===== config.mk =====
export PLATFORM = sky130hd
export DESIGN_NAME = audio_dac_top
export DESIGN_NICKNAME = d
export VERILOG_FILES = /design/src/design/audio_pkg.sv /design/src/design/pcm_command_decoder.sv /design/src/design/sigma_delta_modulator.sv /design/src/design/dac_output_stage.sv /design/src/design/audio_dac_top.sv
export SDC_FILE = /design/constraint.sdc
export NUM_CORES = 1
export LEC_CHECK = 0
export ABC_AREA = 1
export BUFFER_PORTS_ARGS = -buffer_cell sky130_fd_sc_hd__buf_4
export CORE_MARGIN = 5
export CORE_UTILIZATION = 40
export DETAILED_ROUTE_END_ITERATION = 12
export GPL_TIMING_DRIVEN = 0
export SYNTH_ARGS = -nofsm -noshare
export SYNTH_HDL_FRONTEND = slang
export SYNTH_HIERARCHICAL = 1
export SYNTH_SLANG_ARGS = --single-unit

===== constraint.sdc =====
create_clock -name clk_dac -period 2.9 [get_ports clk_dac]
set_input_delay 0.29 -clock clk_dac [delete_from_list [all_inputs] [get_ports clk_dac]]
set_output_delay 0.29 -clock clk_dac [all_outputs]
set_load 0.02 [all_outputs]

===== src/design/audio_pkg.sv =====
// Shared widths, configuration bit positions and enums for the sound output path.
// Imported by every RTL block and by the testbench.
`default_nettype none

package audio_pkg;

    // PCM sample width, also the command data field
    localparam int SAMPLE_W = 16;

    // Padded code fed to the modulators
    localparam int PCM_W = 20;

    // Clocks between modulator steps, same as ring length
    localparam int CEN_PERIOD = 4;

    // Flag positions inside the data field of a config command
    localparam int CFG_SIGNED_BIT = 0;
    localparam int CFG_MONO_BIT   = 1;
    localparam int CFG_MUTE_BIT   = 2;

    // Converted sample used while muted, quarter density
    localparam logic [SAMPLE_W-1:0] MUTE_CODE = 16'h8000;

    // Host command opcodes
    typedef enum logic [1:0] {
        OP_WRITE_L  = 2'd0,
        OP_WRITE_R  = 2'd1,
        OP_WRITE_LR = 2'd2,
        OP_CONFIG   = 2'd3
    } dac_op_e;

    // Four-phase slave states
    typedef enum logic {
        HS_IDLE = 1'b0,
        HS_ACK  = 1'b1
    } hs_state_e;

endpackage

`default_nettype wire


===== src/design/pcm_command_decoder.sv =====
// Host command port of the sound path. Runs the four-phase req/ack slave,
// stores the raw left/right samples and the format flags, and produces the
// registered 20-bit padded codes for the two modulators.
`timescale 1ns/1ps
`default_nettype none

module pcm_command_decoder
    import audio_pkg::*;
(
    input  logic                clk_dac,
    input  logic                rst,
    input  logic                req_i,
    input  dac_op_e             op_i,
    input  logic [SAMPLE_W-1:0] data_i,
    output logic                ack_o,
    output logic [PCM_W-1:0]    pcm_left_o,
    output logic [PCM_W-1:0]    pcm_right_o,
    output logic                mono_o
);

    // Zero bits appended below the sample in the padded code
    localparam int PAD_LSB = PCM_W - SAMPLE_W - 1;

    hs_state_e           state;

    logic [SAMPLE_W-1:0] raw_left;
    logic [SAMPLE_W-1:0] raw_right;
    logic                signed_fmt;
    logic                mono_cfg;
    logic                mute;

    // Sign flip for signed input, mute override, then padding
    function automatic logic [PCM_W-1:0] pad_sample(
        input logic [SAMPLE_W-1:0] sample,
        input logic                is_signed,
        input logic                is_muted
    );
        logic [SAMPLE_W-1:0] conv;
        begin
            conv = {sample[SAMPLE_W-1] ^ is_signed, sample[SAMPLE_W-2:0]};
            if (is_muted) begin
                conv = MUTE_CODE;
            end
            pad_sample = {1'b0, conv, {PAD_LSB{1'b0}}};
        end
    endfunction

    // Handshake and command capture
    always_ff @(posedge clk_dac or posedge rst) begin
        if (rst) begin
            state      <= HS_IDLE;
            raw_left   <= '0;
            raw_right  <= '0;
            signed_fmt <= 1'b0;
            mono_cfg   <= 1'b0;
            mute       <= 1'b0;
        end else begin
            case (state)
                HS_IDLE: begin
                    if (req_i) begin
                        state <= HS_ACK;
                        case (op_i)
                            OP_WRITE_L: begin
                                raw_left <= data_i;
                            end
                            OP_WRITE_R: begin
                                raw_right <= data_i;
                            end
                            OP_WRITE_LR: begin
                                raw_left  <= data_i;
                                raw_right <= data_i;
                            end
                            OP_CONFIG: begin
                                signed_fmt <= data_i[CFG_SIGNED_BIT];
                                mono_cfg   <= data_i[CFG_MONO_BIT];
                                mute       <= data_i[CFG_MUTE_BIT];
                            end
                            default: begin
                                state <= HS_ACK;
                            end
                        endcase
                    end
                end
                HS_ACK: begin
                    // Hold ack until the host drops req
                    if (!req_i) begin
                        state <= HS_IDLE;
                    end
                end
                default: begin
                    state <= HS_IDLE;
                end
            endcase
        end
    end

    assign ack_o = (state == HS_ACK);

    // Mono flag follows the stored config one cycle later
    always_ff @(posedge clk_dac or posedge rst) begin
        if (rst) begin
            mono_o <= 1'b0;
        end else begin
            mono_o <= mono_cfg;
        end
    end

    // Codes are rebuilt every clock, so flag changes reach stored samples too
    always_ff @(posedge clk_dac) begin
        pcm_left_o  <= pad_sample(raw_left, signed_fmt, mute);
        pcm_right_o <= pad_sample(raw_right, signed_fmt, mute);
    end

    // The host keeps req high until it sees ack
    ack_follows_req: assert property (
        @(posedge clk_dac) disable iff (rst)
        $rose(ack_o) |-> req_i
    ) else $error("ack_o rose while req_i was low");

endmodule

`default_nettype wire


===== src/design/sigma_delta_modulator.sv =====
// First-order error-feedback 1-bit DAC. The carry out of the accumulator is
// the output bit, so the density of ones is pcm_i / 2**PCM_W.
// One instance per audio channel, stepped on the shared clock enable.
`timescale 1ns/1ps
`default_nettype none

module sigma_delta_modulator
    import audio_pkg::*;
(
    input  logic             clk_dac,
    input  logic             rst,
    input  logic             cen_i,
    input  logic [PCM_W-1:0] pcm_i,
    output logic             bit_o
);

    // Extra top bit holds the carry of the last step
    logic [PCM_W:0] acc;
    logic [PCM_W:0] acc_sum;

    // Carry is dropped before the next addition, the residue is the error
    assign acc_sum = {1'b0, acc[PCM_W-1:0]} + {1'b0, pcm_i};

    always_ff @(posedge clk_dac or posedge rst) begin
        if (rst) begin
            acc <= '0;
        end else if (cen_i) begin
            acc <= acc_sum;
        end
    end

    assign bit_o = acc[PCM_W];

    // Leading zero of the padded code keeps density at or below one half
    pcm_top_clear: assert property (
        @(posedge clk_dac) disable iff (rst)
        cen_i |-> !pcm_i[PCM_W-1]
    ) else $error("pcm_i top bit set on a modulator step");

endmodule

`default_nettype wire


===== src/design/dac_output_stage.sv =====
// Output side of the sound path. Owns the rotating clock-enable ring for the
// modulators and registers the two pulse streams onto the board pins.
// In mono mode the left stream drives both pins.
`timescale 1ns/1ps
`default_nettype none

module dac_output_stage
    import audio_pkg::*;
(
    input  logic clk_dac,
    input  logic rst,
    input  logic mono_i,
    input  logic bit_left_i,
    input  logic bit_right_i,
    output logic cen_o,
    output logic snd_pwm_left_o,
    output logic snd_pwm_right_o
);

    // Single one circulating, high once every CEN_PERIOD clocks
    logic [CEN_PERIOD-1:0] cen_ring;

    always_ff @(posedge clk_dac or posedge rst) begin
        if (rst) begin
            cen_ring <= {{(CEN_PERIOD-1){1'b0}}, 1'b1};
        end else begin
            cen_ring <= {cen_ring[CEN_PERIOD-2:0], cen_ring[CEN_PERIOD-1]};
        end
    end

    assign cen_o = cen_ring[0];

    // Pin registers
    always_ff @(posedge clk_dac or posedge rst) begin
        if (rst) begin
            snd_pwm_left_o  <= 1'b0;
            snd_pwm_right_o <= 1'b0;
        end else begin
            snd_pwm_left_o <= bit_left_i;
            // Mirror left onto right when mono
            if (mono_i) begin
                snd_pwm_right_o <= bit_left_i;
            end else begin
                snd_pwm_right_o <= bit_right_i;
            end
        end
    end

    // Losing or duplicating the token would change the step rate
    ring_one_hot: assert property (
        @(posedge clk_dac) disable iff (rst)
        $onehot(cen_ring)
    ) else $error("clock-enable ring is not one-hot");

endmodule

`default_nettype wire


===== src/design/audio_dac_top.sv =====
// Sound output subsystem on clk_dac. A host loads PCM samples and the format
// flags over a four-phase req/ack port; two sigma-delta modulators drive the
// 1-bit left and right pins through a registered output stage.
`timescale 1ns/1ps
`default_nettype none

module audio_dac_top
    import audio_pkg::*;
(
    input  logic                clk_dac,
    input  logic                rst,
    // Host command port
    input  logic                req_i,
    input  dac_op_e             op_i,
    input  logic [SAMPLE_W-1:0] data_i,
    output logic                ack_o,
    // Pulse-density outputs
    output logic                snd_pwm_left_o,
    output logic                snd_pwm_right_o
);

    logic [PCM_W-1:0] pcm_left;
    logic [PCM_W-1:0] pcm_right;
    logic             mono;
    logic             cen;
    logic             bit_left;
    logic             bit_right;

    pcm_command_decoder decode_inst (
        .clk_dac     (clk_dac),
        .rst         (rst),
        .req_i       (req_i),
        .op_i        (op_i),
        .data_i      (data_i),
        .ack_o       (ack_o),
        .pcm_left_o  (pcm_left),
        .pcm_right_o (pcm_right),
        .mono_o      (mono)
    );

    // Both channels step on the same enable
    sigma_delta_modulator execute_left_inst (
        .clk_dac (clk_dac),
        .rst     (rst),
        .cen_i   (cen),
        .pcm_i   (pcm_left),
        .bit_o   (bit_left)
    );

    sigma_delta_modulator execute_right_inst (
        .clk_dac (clk_dac),
        .rst     (rst),
        .cen_i   (cen),
        .pcm_i   (pcm_right),
        .bit_o   (bit_right)
    );

    dac_output_stage result_inst (
        .clk_dac         (clk_dac),
        .rst             (rst),
        .mono_i          (mono),
        .bit_left_i      (bit_left),
        .bit_right_i     (bit_right),
        .cen_o           (cen),
        .snd_pwm_left_o  (snd_pwm_left_o),
        .snd_pwm_right_o (snd_pwm_right_o)
    );

endmodule

`default_nettype wire


==> key figures, run 1 <==
Detailed routing
  • Total via count after detailed routing: 5408
  • Wire per inst: 12.8 um
  • Number of remaining DRC errors: 0
  • Aggregate routed wire length: 15000 um
  • Routed via count divided by cell count: 4.60
  • Initial DRC count: 316
  • First drt pass iteration count: 6
  • Number of antenna-violating nets in the routed design: 0

Timing
  • Total Negative Setup Slacks: 0 ns
  • Unrepaired setup endpoints after global routing: false
  • Share of the clock period used by the worst path after layout: 61.8%
  • Worst-Margin Slew: 0.892 ns
  • Final Hold Fails: 0
  • Worst setup skew after layout: 0.0100 ns
  • Crit path setup slack, layout: 1.11 ns
  • Maximum frequency from static timing analysis: 0.558 GHz
  • Max_slew headroom: 40.5%
  • Endpoints failing setup: 0
  • Final Max Tran Viols: 0
  • Final hold slack: 0.120 ns
  • Minimum clock period after layout: 1.79 ns

Placement
  • DPL Wire Length: 11500 um
  • Global placer's final weighted congestion: 0.849
  • I/O Buffers: 23
  • Placed standard-cell area: 7080 sq um
  • Worst slack, placed: 1.14 ns
  • Cell count after placement: 1142

Power and ir drop
  • Share of total power consumed by net switching: 34.9%
  • Internal power of the cells: 3.89 mW
  • Part of the power in combinational logic: 31.3%
  • P_sw: 2.09 mW
  • Power Total: 5.98 mW
  • Proportion of power drawn by flip-flops and latches: 32.4%
  • Power density over cell area: 775 nW/um^2
  • Share of total power in the clock network: 36.4%
  • Largest voltage drop on the vdd net: 0.459 mV
  • Static Leakage: 4.10 nW

Floorplanning
  • Die W: 139 um
  • Initial cell density of the core: 40.3%
  • Die Outline Area: 19200 sq um
  • Vertical extent of the die: 139 um
  • Standard-cell row count: 47
  • Ports placed on the boundary: 24
  • Core region area: 16400 sq um

Synth
  • Synthesis-stage register bit count: 117
  • Number of enable-type register cells in the synthesized netlist: 0
  • Post-Synthesis Cell Area: 6610 sq um
  • Share of flip-flops with an asynchronous set or reset after synthesis: 72.6%
  • Library cells used by synthesis: 32
  • Fraction of synthesized cell area taken by the top area cell type: 31.8%
  • Most instantiated cells after synthesis: nand2_1, inv_1, dfrtp_1
  • Number of instances in the synthesized netlist: 892
  • Top cell type by total area after synthesis: dfrtp_1
  • Warning count from the yosys run: 6
  • Sequential element share of the synthesized area: 41.9%
  • Area contributors post-synth: dfrtp_1, nand2_1, dfxtp_1, ha_1, nand3_1
  • Leading cell type by number of instances after synthesis: nand2_1
  • Post-Synthesis Mean Instance Area: 7.41 sq um
  • Commonest register cell after synthesis: dfrtp_1

Cells and area
  • Growth of design area from synthesis to finish: 16.8%
  • Count of fill cells added during filler insertion: 1666
  • Post-route insts no fill: 1176
  • Area of all placed cells without fillers: 7720 sq um
  • Final net count: 1009
  • Layout cells sized above 1: 11.9%
  • Final core utilization: 47.0%
  • Antenna diode count: 0

Setup path
  • Nature of the critical path endpoint: flip-flop
  • Required time worst endpoint: 3.20 ns
  • Worst R2R Setup Slack: 1.11 ns
  • CP arrival: 2.09 ns
  • Sort of element at the start of the critical path: flip-flop
  • Worst-path maximum fanout: 4
  • Category of the most critical setup path: flip-flop to flip-flop

GRT
  • Number of global-route vias before repair: 5203
  • Overflow after GRT: 0
  • Antenna violations before repair: 0
  • Largest net degree at the start of global routing: 38
  • Aggregate global-route resource usage: 16.4%
  • First-pass GRT wire length: 25600 um

CTS
  • CTS H-tree depth: 4
  • CTS tree: yes
  • CTS Buf Count: 17
  • Clock edge transition at the registers on the reported setup and hold paths: 0.06 ns
  • Maximum buffer depth of the clock tree: 2
  • Sinks on Clock Net: 117
  • Clock tree root driver cell: clkbuf_16
  • Resized cells post-CTS: 0
  • Worst-skew pair later-pin latency: 0.42 ns
  • Post-CTS Setup Bufs: 0
  • Hold buffer count at cts: 2

Hold path
  • Path category of the worst min-delay check: input pin to flip-flop

Run
  • Max-cap check violation count: 0

Outcome
  • Result of the run: completed
[worst max-delay path, cell delays in order (launching register included)]
cell	delay, ns
dfrtp_1	0.38
ha_1	0.34
nand2_1	0.14
inv_1	0.07
a21oi_1	0.21
nand3_1	0.20
nand2_1	0.13
nand3_1	0.07
nand3_1	0.09
nand2_1	0.05
[cell usage in the layout, fill, tap and decap left out, types with 7 or more instances in the layout]
master and count:
a21oi_1 31, buf_2 7, buf_4 33, clkbuf_16 17, conb_1 8, dfrtp_1 84, dfxtp_1 32, ha_1 43
inv_1 103, inv_2 8, nand2_1 313, nand2_2 11, nand3_1 82, nand3_2 7, nand3b_1 10, nor2_1 71
o21ai_0 14, o21ai_1 8, xnor2_1 16
[metal layers]
layer  track usage [%]  share of wire (%)  routed length [um]  up-vias
met4              4.78                1.4                 214        0
met3              3.48                3.1                 466       20
met1              23.0                 51                7660     2422
met2              25.7                 44                6670       78
li1                  -                  -                   -     2888
met5                 0                  0                   0        -
[cell type report]
class                   instances  area (sq um)  area share [%]
clock buffers                  18           439            5.69
clock inverters                14           176            2.29
inverters                     111           417            5.40
multi-input cells             644          3260            42.3
plain buffers                  27           185            2.40
flip-flops and latches        117          2770            35.9
well taps                     220           275            3.57
repair buffers                 25           193            2.50
[final timing paths]
kind,from,cells past startpoint,endpoint
max in group asynchronous,rst,3,execute_right_inst/acc[20]
min,data_i[10],3,decode_inst/raw_left[10]
max reg2reg,execute_left_inst/acc[7],9,execute_left_inst/acc[17]
min reg2reg,result_inst/cen_ring[1],0,result_inst/cen_ring[2]
max,execute_left_inst/acc[7],9,execute_left_inst/acc[17]
min in group asynchronous,rst,3,result_inst/snd_pwm_right_o
[registers in the layout, indices dropped and copies added, names as in the netlist]
name / cells
execute_left_inst/acc: 21
execute_right_inst/acc: 21
decode_inst/pcm_left_o: 16
decode_inst/pcm_right_o: 16
decode_inst/raw_left: 16
decode_inst/raw_right: 16
result_inst/cen_ring: 4
decode_inst/ack_o: 1
decode_inst/mono_cfg: 1
decode_inst/mono_o: 1
decode_inst/mute: 1
decode_inst/signed_fmt: 1
result_inst/snd_pwm_left_o: 1
result_inst/snd_pwm_right_o: 1
[power by group through the flow]
stage / Combinational, mW / Sequential (mW) / Clock (mW)
2_1_floorplan: 1.47 / 1.92 / 0
3_3_place_gp: 1.83 / 1.97 / 0
3_5_place_dp: 1.85 / 1.97 / 0
4_1_cts: 1.86 / 1.94 / 2.23
5_1_grt: 2.15 / 1.96 / 2.30
6_report: 1.87 / 1.94 / 2.18
[cell families after synthesis]
group | share of synthesized area (%)
and+or+nand+nor | 33.0
buffers and inverters | 9.11
DFF | 41.9
AOI/OAI and AO/OA | 5.05
adders and majority gates | 8.75
xor gates and xnor gates | 2.12
other | 0.0567
(Power assumes the default switching activity.)
==> run 2: changes to the inputs <==
--- a/config.mk
+++ b/config.mk
@@ -5,7 +5,7 @@
 export SDC_FILE = /design/constraint.sdc
 export NUM_CORES = 1
 export LEC_CHECK = 0
-export ABC_AREA = 1
+export ABC_AREA = 0
 export BUFFER_PORTS_ARGS = -buffer_cell sky130_fd_sc_hd__buf_4
 export CORE_MARGIN = 5
 export CORE_UTILIZATION = 40
==> constraint.sdc (replaced) <==
create_clock -name clk_dac -period 1.8 [get_ports clk_dac]
set_input_delay 0.18 -clock clk_dac [delete_from_list [all_inputs] [get_ports clk_dac]]
set_output_delay 0.18 -clock clk_dac [all_outputs]
set_load 0.02 [all_outputs]
==> key figures, run 2 <==
Floorplanning
  • Core region area: 15100 sq um (was 16400 sq um)
  • Die Outline Area: 17900 sq um (was 19200 sq um)
  • Ports placed on the boundary: 24 (unchanged)
  • Die W: 134 um (was 139 um)
  • Initial cell density of the core: 40.5% (was 40.3%)
  • Vertical extent of the die: 134 um (was 139 um)
  • Standard-cell row count: 45 (was 47)

CTS
  • Clock edge transition at the registers on the reported setup and hold paths: 0.06 ns (about the same)
  • Maximum buffer depth of the clock tree: 2 (unchanged)
  • Clock tree root driver cell: clkbuf_16 (unchanged)
  • Sinks on Clock Net: 117 (unchanged)
  • CTS Buf Count: 17 (unchanged)
  • CTS H-tree depth: 4 (unchanged)
  • Worst-skew pair later-pin latency: 0.41 ns (was 0.42 ns)
  • CTS tree: yes (unchanged)

Detailed routing
  • First drt pass iteration count: 4 (was 6)
  • Initial DRC count: 240 (was 316)
  • Number of antenna-violating nets in the routed design: 0 (unchanged)
  • Wire per inst: 15.9 um (was 12.8 um)
  • Detailed-route wire length on metal 1: 6370 um (was 7660 um)
  • Highest layer used for signal routing: met4 (unchanged)
  • Total via count after detailed routing: 4276 (was 5408)
  • Wire length on met2: 6000 um (was 6670 um)
  • Aggregate routed wire length: 12900 um (was 15000 um)
  • Number of remaining DRC errors: 0 (unchanged)
  • Routed via count divided by cell count: 5.25 (was 4.60)
  • Met3 layer wire length in the routed design: 333 um (was 466 um)

Placement
  • Worst slack, placed: -0.511 ns (was 1.14 ns)
  • I/O Buffers: 23 (unchanged)
  • Placed standard-cell area: 6800 sq um (was 7080 sq um)
  • DPL Wire Length: 8940 um (was 11500 um)
  • Global placer's final weighted congestion: 0.805 (was 0.849)

Synth
  • Share of flip-flops with an asynchronous set or reset after synthesis: 72.6% (unchanged)
  • Area contributors post-synth: dfrtp_1, dfxtp_1, mux2_2, ha_1, nor2b_1 (was dfrtp_1, nand2_1, dfxtp_1, ha_1, nand3_1)
  • Sequential element share of the synthesized area: 45.2% (was 41.9%)
  • Number of instances in the synthesized netlist: 536 (was 892)
  • Post-Synthesis Mean Instance Area: 11.4 sq um (was 7.41 sq um)
  • Commonest register cell after synthesis: dfrtp_1 (unchanged)
  • Warning count from the yosys run: 6 (unchanged)
  • Top cell type by total area after synthesis: dfrtp_1 (unchanged)
  • Post-Synthesis Cell Area: 6130 sq um (was 6610 sq um)
  • Synthesis-stage register bit count: 117 (unchanged)
  • Fraction of synthesized cell area taken by the top area cell type: 34.3% (was 31.8%)
  • Number of enable-type register cells in the synthesized netlist: 0 (unchanged)
  • Leading cell type by number of instances after synthesis: dfrtp_1 (was nand2_1)
  • Library cells used by synthesis: 69 (was 32)
  • Most instantiated cells after synthesis: dfrtp_1, mux2_2, ha_1 (was nand2_1, inv_1, dfrtp_1)

Setup path
  • Nature of the critical path endpoint: flip-flop (unchanged)
  • Startpoint of the lowest-slack register-to-register path: execute_right_inst/acc[6] (was execute_left_inst/acc[7])
  • Required time worst endpoint: 2.09 ns (was 3.20 ns)
  • Peak per-stage delay on the critical path: 0.40 ns (was 0.38 ns)
  • Category of the most critical setup path: flip-flop to flip-flop (unchanged)
  • Critical Path Slowest Stage Cell: dfrtp_1 (unchanged)
  • Worst R2R Setup Slack: -0.43 ns (was 1.11 ns)
  • Sort of element at the start of the critical path: flip-flop (unchanged)
  • Worst-path maximum fanout: 5 (was 4)
  • Termination of the worst setup path: execute_right_inst/acc[17] (was execute_left_inst/acc[17])
  • CP arrival: 2.52 ns (was 2.09 ns)
  • Number of cells on the worst reg-to-reg path: 8 (was 9)
  • Critical path origin: execute_right_inst/acc[6] (was execute_left_inst/acc[7])
  • Critical register-to-register path endpoint: execute_right_inst/acc[17] (was execute_left_inst/acc[17])
  • Cell-by-cell listing of the critical path: ha_4 -> nand2_4 -> or3_1 -> a31o_1 -> and2_4 -> o311ai_4 -> xnor2_1 -> mux2_4 (was ha_1 -> nand2_1 -> inv_1 -> a21oi_1 -> nand3_1 -> nand2_1 -> nand3_1 -> nand3_1 -> nand2_1)

Power and ir drop
  • Static Leakage: 3.63 nW (was 4.10 nW)
  • Largest voltage drop on the vdd net: 0.828 mV (was 0.459 mV)
  • Power Total: 8.67 mW (was 5.98 mW)
  • Power density over cell area: 1090 nW/um^2 (was 775 nW/um^2)

Timing
  • Endpoints failing setup: 26 (was 0)
  • Minimum clock period after layout: 2.23 ns (was 1.79 ns)
  • Worst-Margin Slew: 0.895 ns (was 0.892 ns)
  • Final Hold Fails: 0 (unchanged)
  • Final hold slack: 0.0189 ns (was 0.120 ns)
  • Final Max Tran Viols: 0 (unchanged)
  • Crit path setup slack, layout: -0.428 ns (was 1.11 ns)
  • Maximum frequency from static timing analysis: 0.449 GHz (was 0.558 GHz)
  • Max_slew headroom: 40.3% (was 40.5%)
  • Unrepaired setup endpoints after global routing: true (was false)
  • Share of the clock period used by the worst path after layout: 124% (was 61.8%)
  • Worst setup skew after layout: 0.0109 ns (was 0.0100 ns)

Cells and area
  • Area of all placed cells without fillers: 7940 sq um (was 7720 sq um)
  • Layout cells sized above 1: 36.5% (was 11.9%)
  • Antenna diode count: 0 (unchanged)
  • Leading cell type in the layout, fill and taps excluded: dfrtp_1 (was nand2_1)
  • Biggest registers after layout: execute_left_inst/acc (21), execute_right_inst/acc (21) (unchanged)
  • Final net count: 680 (was 1009)
  • Leading cell types in the layout, fill and taps excluded: dfrtp_1, buf_4, mux2_2 (was nand2_1, inv_1, dfrtp_1)
  • Growth of design area from synthesis to finish: 29.5% (was 16.8%)
  • Final core utilization: 52.4% (was 47.0%)

Hold path
  • Path category of the worst min-delay check: input pin to flip-flop (unchanged)
  • Worst Hold Path Cells: 2 (was 3)

GRT
  • Largest net degree at the start of global routing: 25 (was 38)
  • Aggregate global-route resource usage: 15.0% (was 16.4%)
  • Antenna violations before repair: 0 (unchanged)
  • Overflow after GRT: 0 (unchanged)
  • Number of global-route vias before repair: 4298 (was 5203)
  • First-pass GRT wire length: 21300 um (was 25600 um)

Outcome
  • Failing checks: negative setup slack
  • Result of the run: finished with violations (was completed)

Run
  • Max-cap check violation count: 0 (unchanged)
==> run 2: cell count changes in the layout (fill, tap and decap cells not counted), sizes merged, moves of 21 or more <==
cell   change
nand3     -78
mux2      +62
nand2    -300
inv      -100
nor2      -67
buf       +21
nor2b     +35
==> run 2: logic make-up after synthesis <==
kind of cell	after synthesis	synth area share (%)
simple gates	121	11.1
fa+ha+maj	45	9.43
compound gates	119	13.7
mux	64	12.5
buf+inv	40	3.94
other cells	1	0.0612
xor+xnor	29	4.14
flops	117	45.2
==> run 2: area by class of cell <==
type | count | area [sq um]
sequential | 117 | 2770
multi-input combinational | 386 | 3590
fill | 1285 | 7200
clock inverter | 9 | 175
tap | 188 | 235
buffer | 23 | 183
timing repair buffer | 56 | 482
clock buffer | 23 | 458
inverter | 13 | 48.8
==> run 2: metrics by stage <==
step,instances,TNS [ns]
global placement,754,-6.79
CTS,808,-6.85
global route,815,-10.09
detailed placement,755,-7.05
floorplan,543,-2.86
finish,815,-8.09
==> run 2: critical path, delay by kind of cell, from the launching register on <==
kind                       cells  cell delay [ns]
and+or+nand+nor                3             0.61
AOI/OAI and AO/OA              2             0.42
DFF                            1             0.40
adders and majority gates      1             0.34
muxes                          1             0.25
xor gates and xnor gates       1             0.09
==> run 2: repair_timing <==
action | CTS | global route
buffers inserted | 21 | 9
resized for setup | 38 | 29
pin swaps | 33 | 13
endpoints found under the hold margin | 21 | 0
hold buffers | 3 | 0
cloned | 0 | 0
endpoints found under the setup margin | 33 | 31
==> run 2: power breakdown <==
group / total (mW) / switching, mW / internal (mW)
Combinational: 1.83 / 0.887 / 0.938
Sequential: 3.20 / 0.211 / 2.99
Clock: 3.65 / 1.16 / 2.49
==> run 2: how the worst min path moves through the flow <==
stage	start	to	slack, ns
after floorplan	rst	result_inst/cen_ring[1]	-0.03
after global placement	rst	result_inst/snd_pwm_right_o	0.13
after detailed placement	rst	result_inst/snd_pwm_right_o	0.14
after CTS	data_i[12]	decode_inst/raw_left[12]	0.004
after global routing	data_i[12]	decode_inst/raw_left[12]	0.01
final	data_i[3]	decode_inst/raw_right[3]	0.02
==> run 2: metal layers <==
layer | global-route usage, % | up-vias
met1 | 20.6 | 2132
li1 | - | 2075
met5 | 0 | -
met4 | 6.29 | 0
met2 | 22.9 | 52
met3 | 3.38 | 17
==> run 3: changes to the inputs <==
--- a/config.mk
+++ b/config.mk
@@ -13,5 +13,4 @@
 export GPL_TIMING_DRIVEN = 0
 export SYNTH_ARGS = -nofsm -noshare
 export SYNTH_HDL_FRONTEND = slang
-export SYNTH_HIERARCHICAL = 1
 export SYNTH_SLANG_ARGS = --single-unit
==> constraint.sdc (replaced) <==
create_clock -name clk_dac -period 2 [get_ports clk_dac]
set_input_delay 0.2 -clock clk_dac [delete_from_list [all_inputs] [get_ports clk_dac]]
set_output_delay 0.2 -clock clk_dac [all_outputs]
set_load 0.02 [all_outputs]
==> key figures, run 3 <==
Outcome
  • Result of the run: finished with violations (unchanged)
  • Failing checks: negative setup slack (unchanged)

Detailed routing
  • Number of remaining DRC errors: 0 (unchanged)
  • Routed via count divided by cell count: 5.11 (was 5.25)
  • Detailed-route wire length on metal 1: 5190 um (was 6370 um)
  • Total via count after detailed routing: 3503 (was 4276)
  • Initial DRC count: 169 (was 240)
  • Highest layer used for signal routing: met4 (unchanged)
  • Wire length on met2: 4850 um (was 6000 um)
  • First drt pass iteration count: 4 (unchanged)
  • Wire per inst: 15.5 um (was 15.9 um)
  • Met3 layer wire length in the routed design: 404 um (was 333 um)
  • Number of antenna-violating nets in the routed design: 0 (unchanged)
  • Aggregate routed wire length: 10600 um (was 12900 um)

Synth
  • Sequential element share of the synthesized area: 49.3% (was 45.2%)
  • Most instantiated cells after synthesis: dfrtp_1, mux2_2, ha_1 (unchanged)
  • Number of enable-type register cells in the synthesized netlist: 0 (unchanged)
  • Post-Synthesis Cell Area: 5310 sq um (was 6130 sq um)
  • Share of flip-flops with an asynchronous set or reset after synthesis: 71.2% (was 72.6%)
  • Post-Synthesis Mean Instance Area: 11.6 sq um (was 11.4 sq um)
  • Warning count from the yosys run: 0 (was 6)
  • Area contributors post-synth: dfrtp_1, mux2_2, dfxtp_1, ha_1, nor2b_1 (was dfrtp_1, dfxtp_1, mux2_2, ha_1, nor2b_1)
  • Top cell type by total area after synthesis: dfrtp_1 (unchanged)
  • Fraction of synthesized cell area taken by the top area cell type: 36.8% (was 34.3%)
  • Synthesis-stage register bit count: 111 (was 117)
  • Leading cell type by number of instances after synthesis: dfrtp_1 (unchanged)
  • Commonest register cell after synthesis: dfrtp_1 (unchanged)
  • Number of instances in the synthesized netlist: 458 (was 536)
  • Syn Nets: 516
  • Library cells used by synthesis: 53 (was 69)

Cells and area
  • Biggest registers after layout: execute_left_inst.acc (18), execute_right_inst.acc (18) (was execute_left_inst/acc (21), execute_right_inst/acc (21))
  • Post-route insts no fill: 685 (was 815)
  • Growth of design area from synthesis to finish: 19.9% (was 29.5%)
  • Layout cells sized above 1: 32.8% (was 36.5%)
  • Area of all placed cells without fillers: 6360 sq um (was 7940 sq um)
  • Leading cell type in the layout, fill and taps excluded: dfrtp_1 (unchanged)
  • Final core utilization: 48.4% (was 52.4%)
  • Final net count: 562 (was 680)
  • Antenna diode count: 0 (unchanged)
  • Leading cell types in the layout, fill and taps excluded: dfrtp_1, mux2_2, buf_4 (was dfrtp_1, buf_4, mux2_2)

Power and ir drop
  • Share of total power in the clock network: 30.9% (was 42.0%)
  • Part of the power in combinational logic: 18.3% (was 21.0%)
  • Proportion of power drawn by flip-flops and latches: 50.7% (was 36.9%)
  • P_sw: 1.42 mW (was 2.26 mW)
  • Internal power of the cells: 3.97 mW (was 6.42 mW)
  • Power density over cell area: 847 nW/um^2 (was 1090 nW/um^2)
  • Largest voltage drop on the vdd net: 0.649 mV (was 0.828 mV)
  • Static Leakage: 2.85 nW (was 3.63 nW)
  • Share of total power consumed by net switching: 26.4% (was 26.0%)

Placement
  • Global placer's final weighted congestion: 0.867 (was 0.805)
  • I/O Buffers: 23 (unchanged)
  • DPL Wire Length: 7600 um (was 8940 um)
  • Cell count after placement: 659 (was 755)
  • Placed standard-cell area: 5750 sq um (was 6800 sq um)

Floorplanning
  • Die Outline Area: 15700 sq um (was 17900 sq um)
  • Vertical extent of the die: 125 um (was 134 um)
  • Core region area: 13100 sq um (was 15100 sq um)
  • Initial cell density of the core: 40.4% (was 40.5%)
  • Die W: 125 um (was 134 um)
  • Ports placed on the boundary: 24 (unchanged)
  • Standard-cell row count: 42 (was 45)

GRT
  • First-pass GRT wire length: 17900 um (was 21300 um)
  • Largest net degree at the start of global routing: 38 (was 25)
  • Aggregate global-route resource usage: 14.1% (was 15.0%)
  • Antenna violations before repair: 0 (unchanged)
  • Overflow after GRT: 0 (unchanged)
  • Number of global-route vias before repair: 3558 (was 4298)

Timing
  • Final Hold Fails: 0 (unchanged)
  • Max_slew headroom: 57.1% (was 40.3%)
  • Worst setup skew after layout: 0.00561 ns (was 0.0109 ns)
  • Maximum frequency from static timing analysis: 0.454 GHz (was 0.449 GHz)
  • Worst-Margin Slew: 0.644 ns (was 0.895 ns)
  • Final Max Tran Viols: 0 (unchanged)
  • Share of the clock period used by the worst path after layout: 110% (was 124%)
  • Crit path setup slack, layout: -0.200 ns (was -0.428 ns)
  • Unrepaired setup endpoints after global routing: true (unchanged)
  • Endpoints failing setup: 9 (was 26)
  • Minimum clock period after layout: 2.20 ns (was 2.23 ns)
  • Total Negative Setup Slacks: -1.12 ns (was -8.09 ns)
  • Final hold slack: 0.106 ns (was 0.0189 ns)

Run
  • Max-cap check violation count: 0 (unchanged)

Setup path
  • Sort of element at the start of the critical path: flip-flop (unchanged)
  • CP arrival: 2.43 ns (was 2.52 ns)
  • Required time worst endpoint: 2.23 ns (was 2.09 ns)
  • Category of the most critical setup path: flip-flop to flip-flop (unchanged)
  • Worst-path maximum fanout: 4 (was 5)
  • Nature of the critical path endpoint: flip-flop (unchanged)

Hold path
  • Path category of the worst min-delay check: input pin to flip-flop (unchanged)

CTS
  • Sinks on Clock Net: 111 (was 117)
  • Maximum buffer depth of the clock tree: 2 (unchanged)
  • Worst-skew pair later-pin latency: 0.34 ns (was 0.41 ns)
  • CTS tree: yes (unchanged)
  • CTS H-tree depth: 3 (was 4)
  • Clock tree root driver cell: clkbuf_16 (unchanged)
  • Clock edge transition at the registers on the reported setup and hold paths: 0.07 ns (was 0.06 ns)
  • CTS Buf Count: 9 (was 17)
==> run 3: worst paths after layout <==
path,start,slack (ns),depth (start not counted),endpoint
hold reg to reg,result_inst.cen_ring[1],0.35,0,result_inst.cen_ring[2]
max in group asynchronous,rst,0.95,5,result_inst.snd_pwm_right_o
hold / removal,data_i[10],0.11,2,decode_inst.raw_left[10]
setup reg to reg,execute_right_inst.acc[3],-0.20,9,execute_right_inst.acc[11]
setup / recovery,execute_right_inst.acc[3],-0.20,9,execute_right_inst.acc[11]
min in group asynchronous,rst,0.34,3,decode_inst.ack_o
==> run 3: cell type report <==
| cell class | instances | area (sq um) |
|---|---|---|
| fill | 1208 | 6770 |
| inverter | 13 | 52.6 |
| tap | 176 | 220 |
| clock buffer | 13 | 260 |
| clock inverter | 3 | 17.5 |
| buffer | 10 | 45.0 |
| timing repair buffer | 40 | 334 |
| multi-input combinational | 319 | 2820 |
| sequential | 111 | 2620 |
==> run 3: per-layer routing <==
layer  global-route usage [%]  up-vias
li1                         -     1709
met1                     19.7     1722
met2                     21.9       61
met3                     3.54       11
met4                     4.15        0
met5                        0        -
==> run 3: what timing repair did <==
item	in CTS	in global routing
pin swaps	12	20
endpoints found under the setup margin	26	31
hold buffers	2	0
endpoints found under the hold margin	9	0
buffers inserted	5	8
gates resized for setup	22	28
==> run 3: cells by family (layout without fill, tap and decap cells) <==
| group | after synthesis | after routing | share of synthesized area, % |
|---|---|---|---|
| fa+ha+maj | 37 | 37 | 9.01 |
| simple gates | 99 | 99 | 9.48 |
| buf+inv | 28 | 79 | 2.03 |
| flops | 111 | 111 | 49.3 |
| compound gates | 94 | 94 | 12.6 |
| mux | 62 | 62 | 13.1 |
| xor+xnor | 27 | 27 | 4.46 |
==> run 3: per-stage QoR <==
| stage | setup WS, ns | power [mW] |
|---|---|---|
| after floorplan | 0.00466 | 3.43 |
| after global placement | -0.169 | 3.65 |
| after detailed placement | -0.197 | 3.68 |
| after CTS | -0.178 | 5.43 |
| after global routing | -0.301 | 5.72 |
| final | -0.200 | 5.39 |
==> run 3: power groups by stage <==
stage / clock network (mW) / logic (mW) / registers (mW)
final: 1.67 / 0.989 / 2.74
after global routing: 1.84 / 1.11 / 2.77
after CTS: 1.73 / 0.967 / 2.73
after detailed placement: 0 / 0.923 / 2.76
after global placement: 0 / 0.893 / 2.76
after floorplan: 0 / 0.726 / 2.70
==> run 3: critical path: stages, from the launching register on <==
cell and delay [ns]:
dfrtp_1 0.41, ha_4 0.18, inv_2 0.05, fa_2 0.22, nor2b_2 0.05, o31a_2 0.32, o31ai_4 0.28, nand2_1 0.16
xor2_1 0.16, mux2_2 0.26
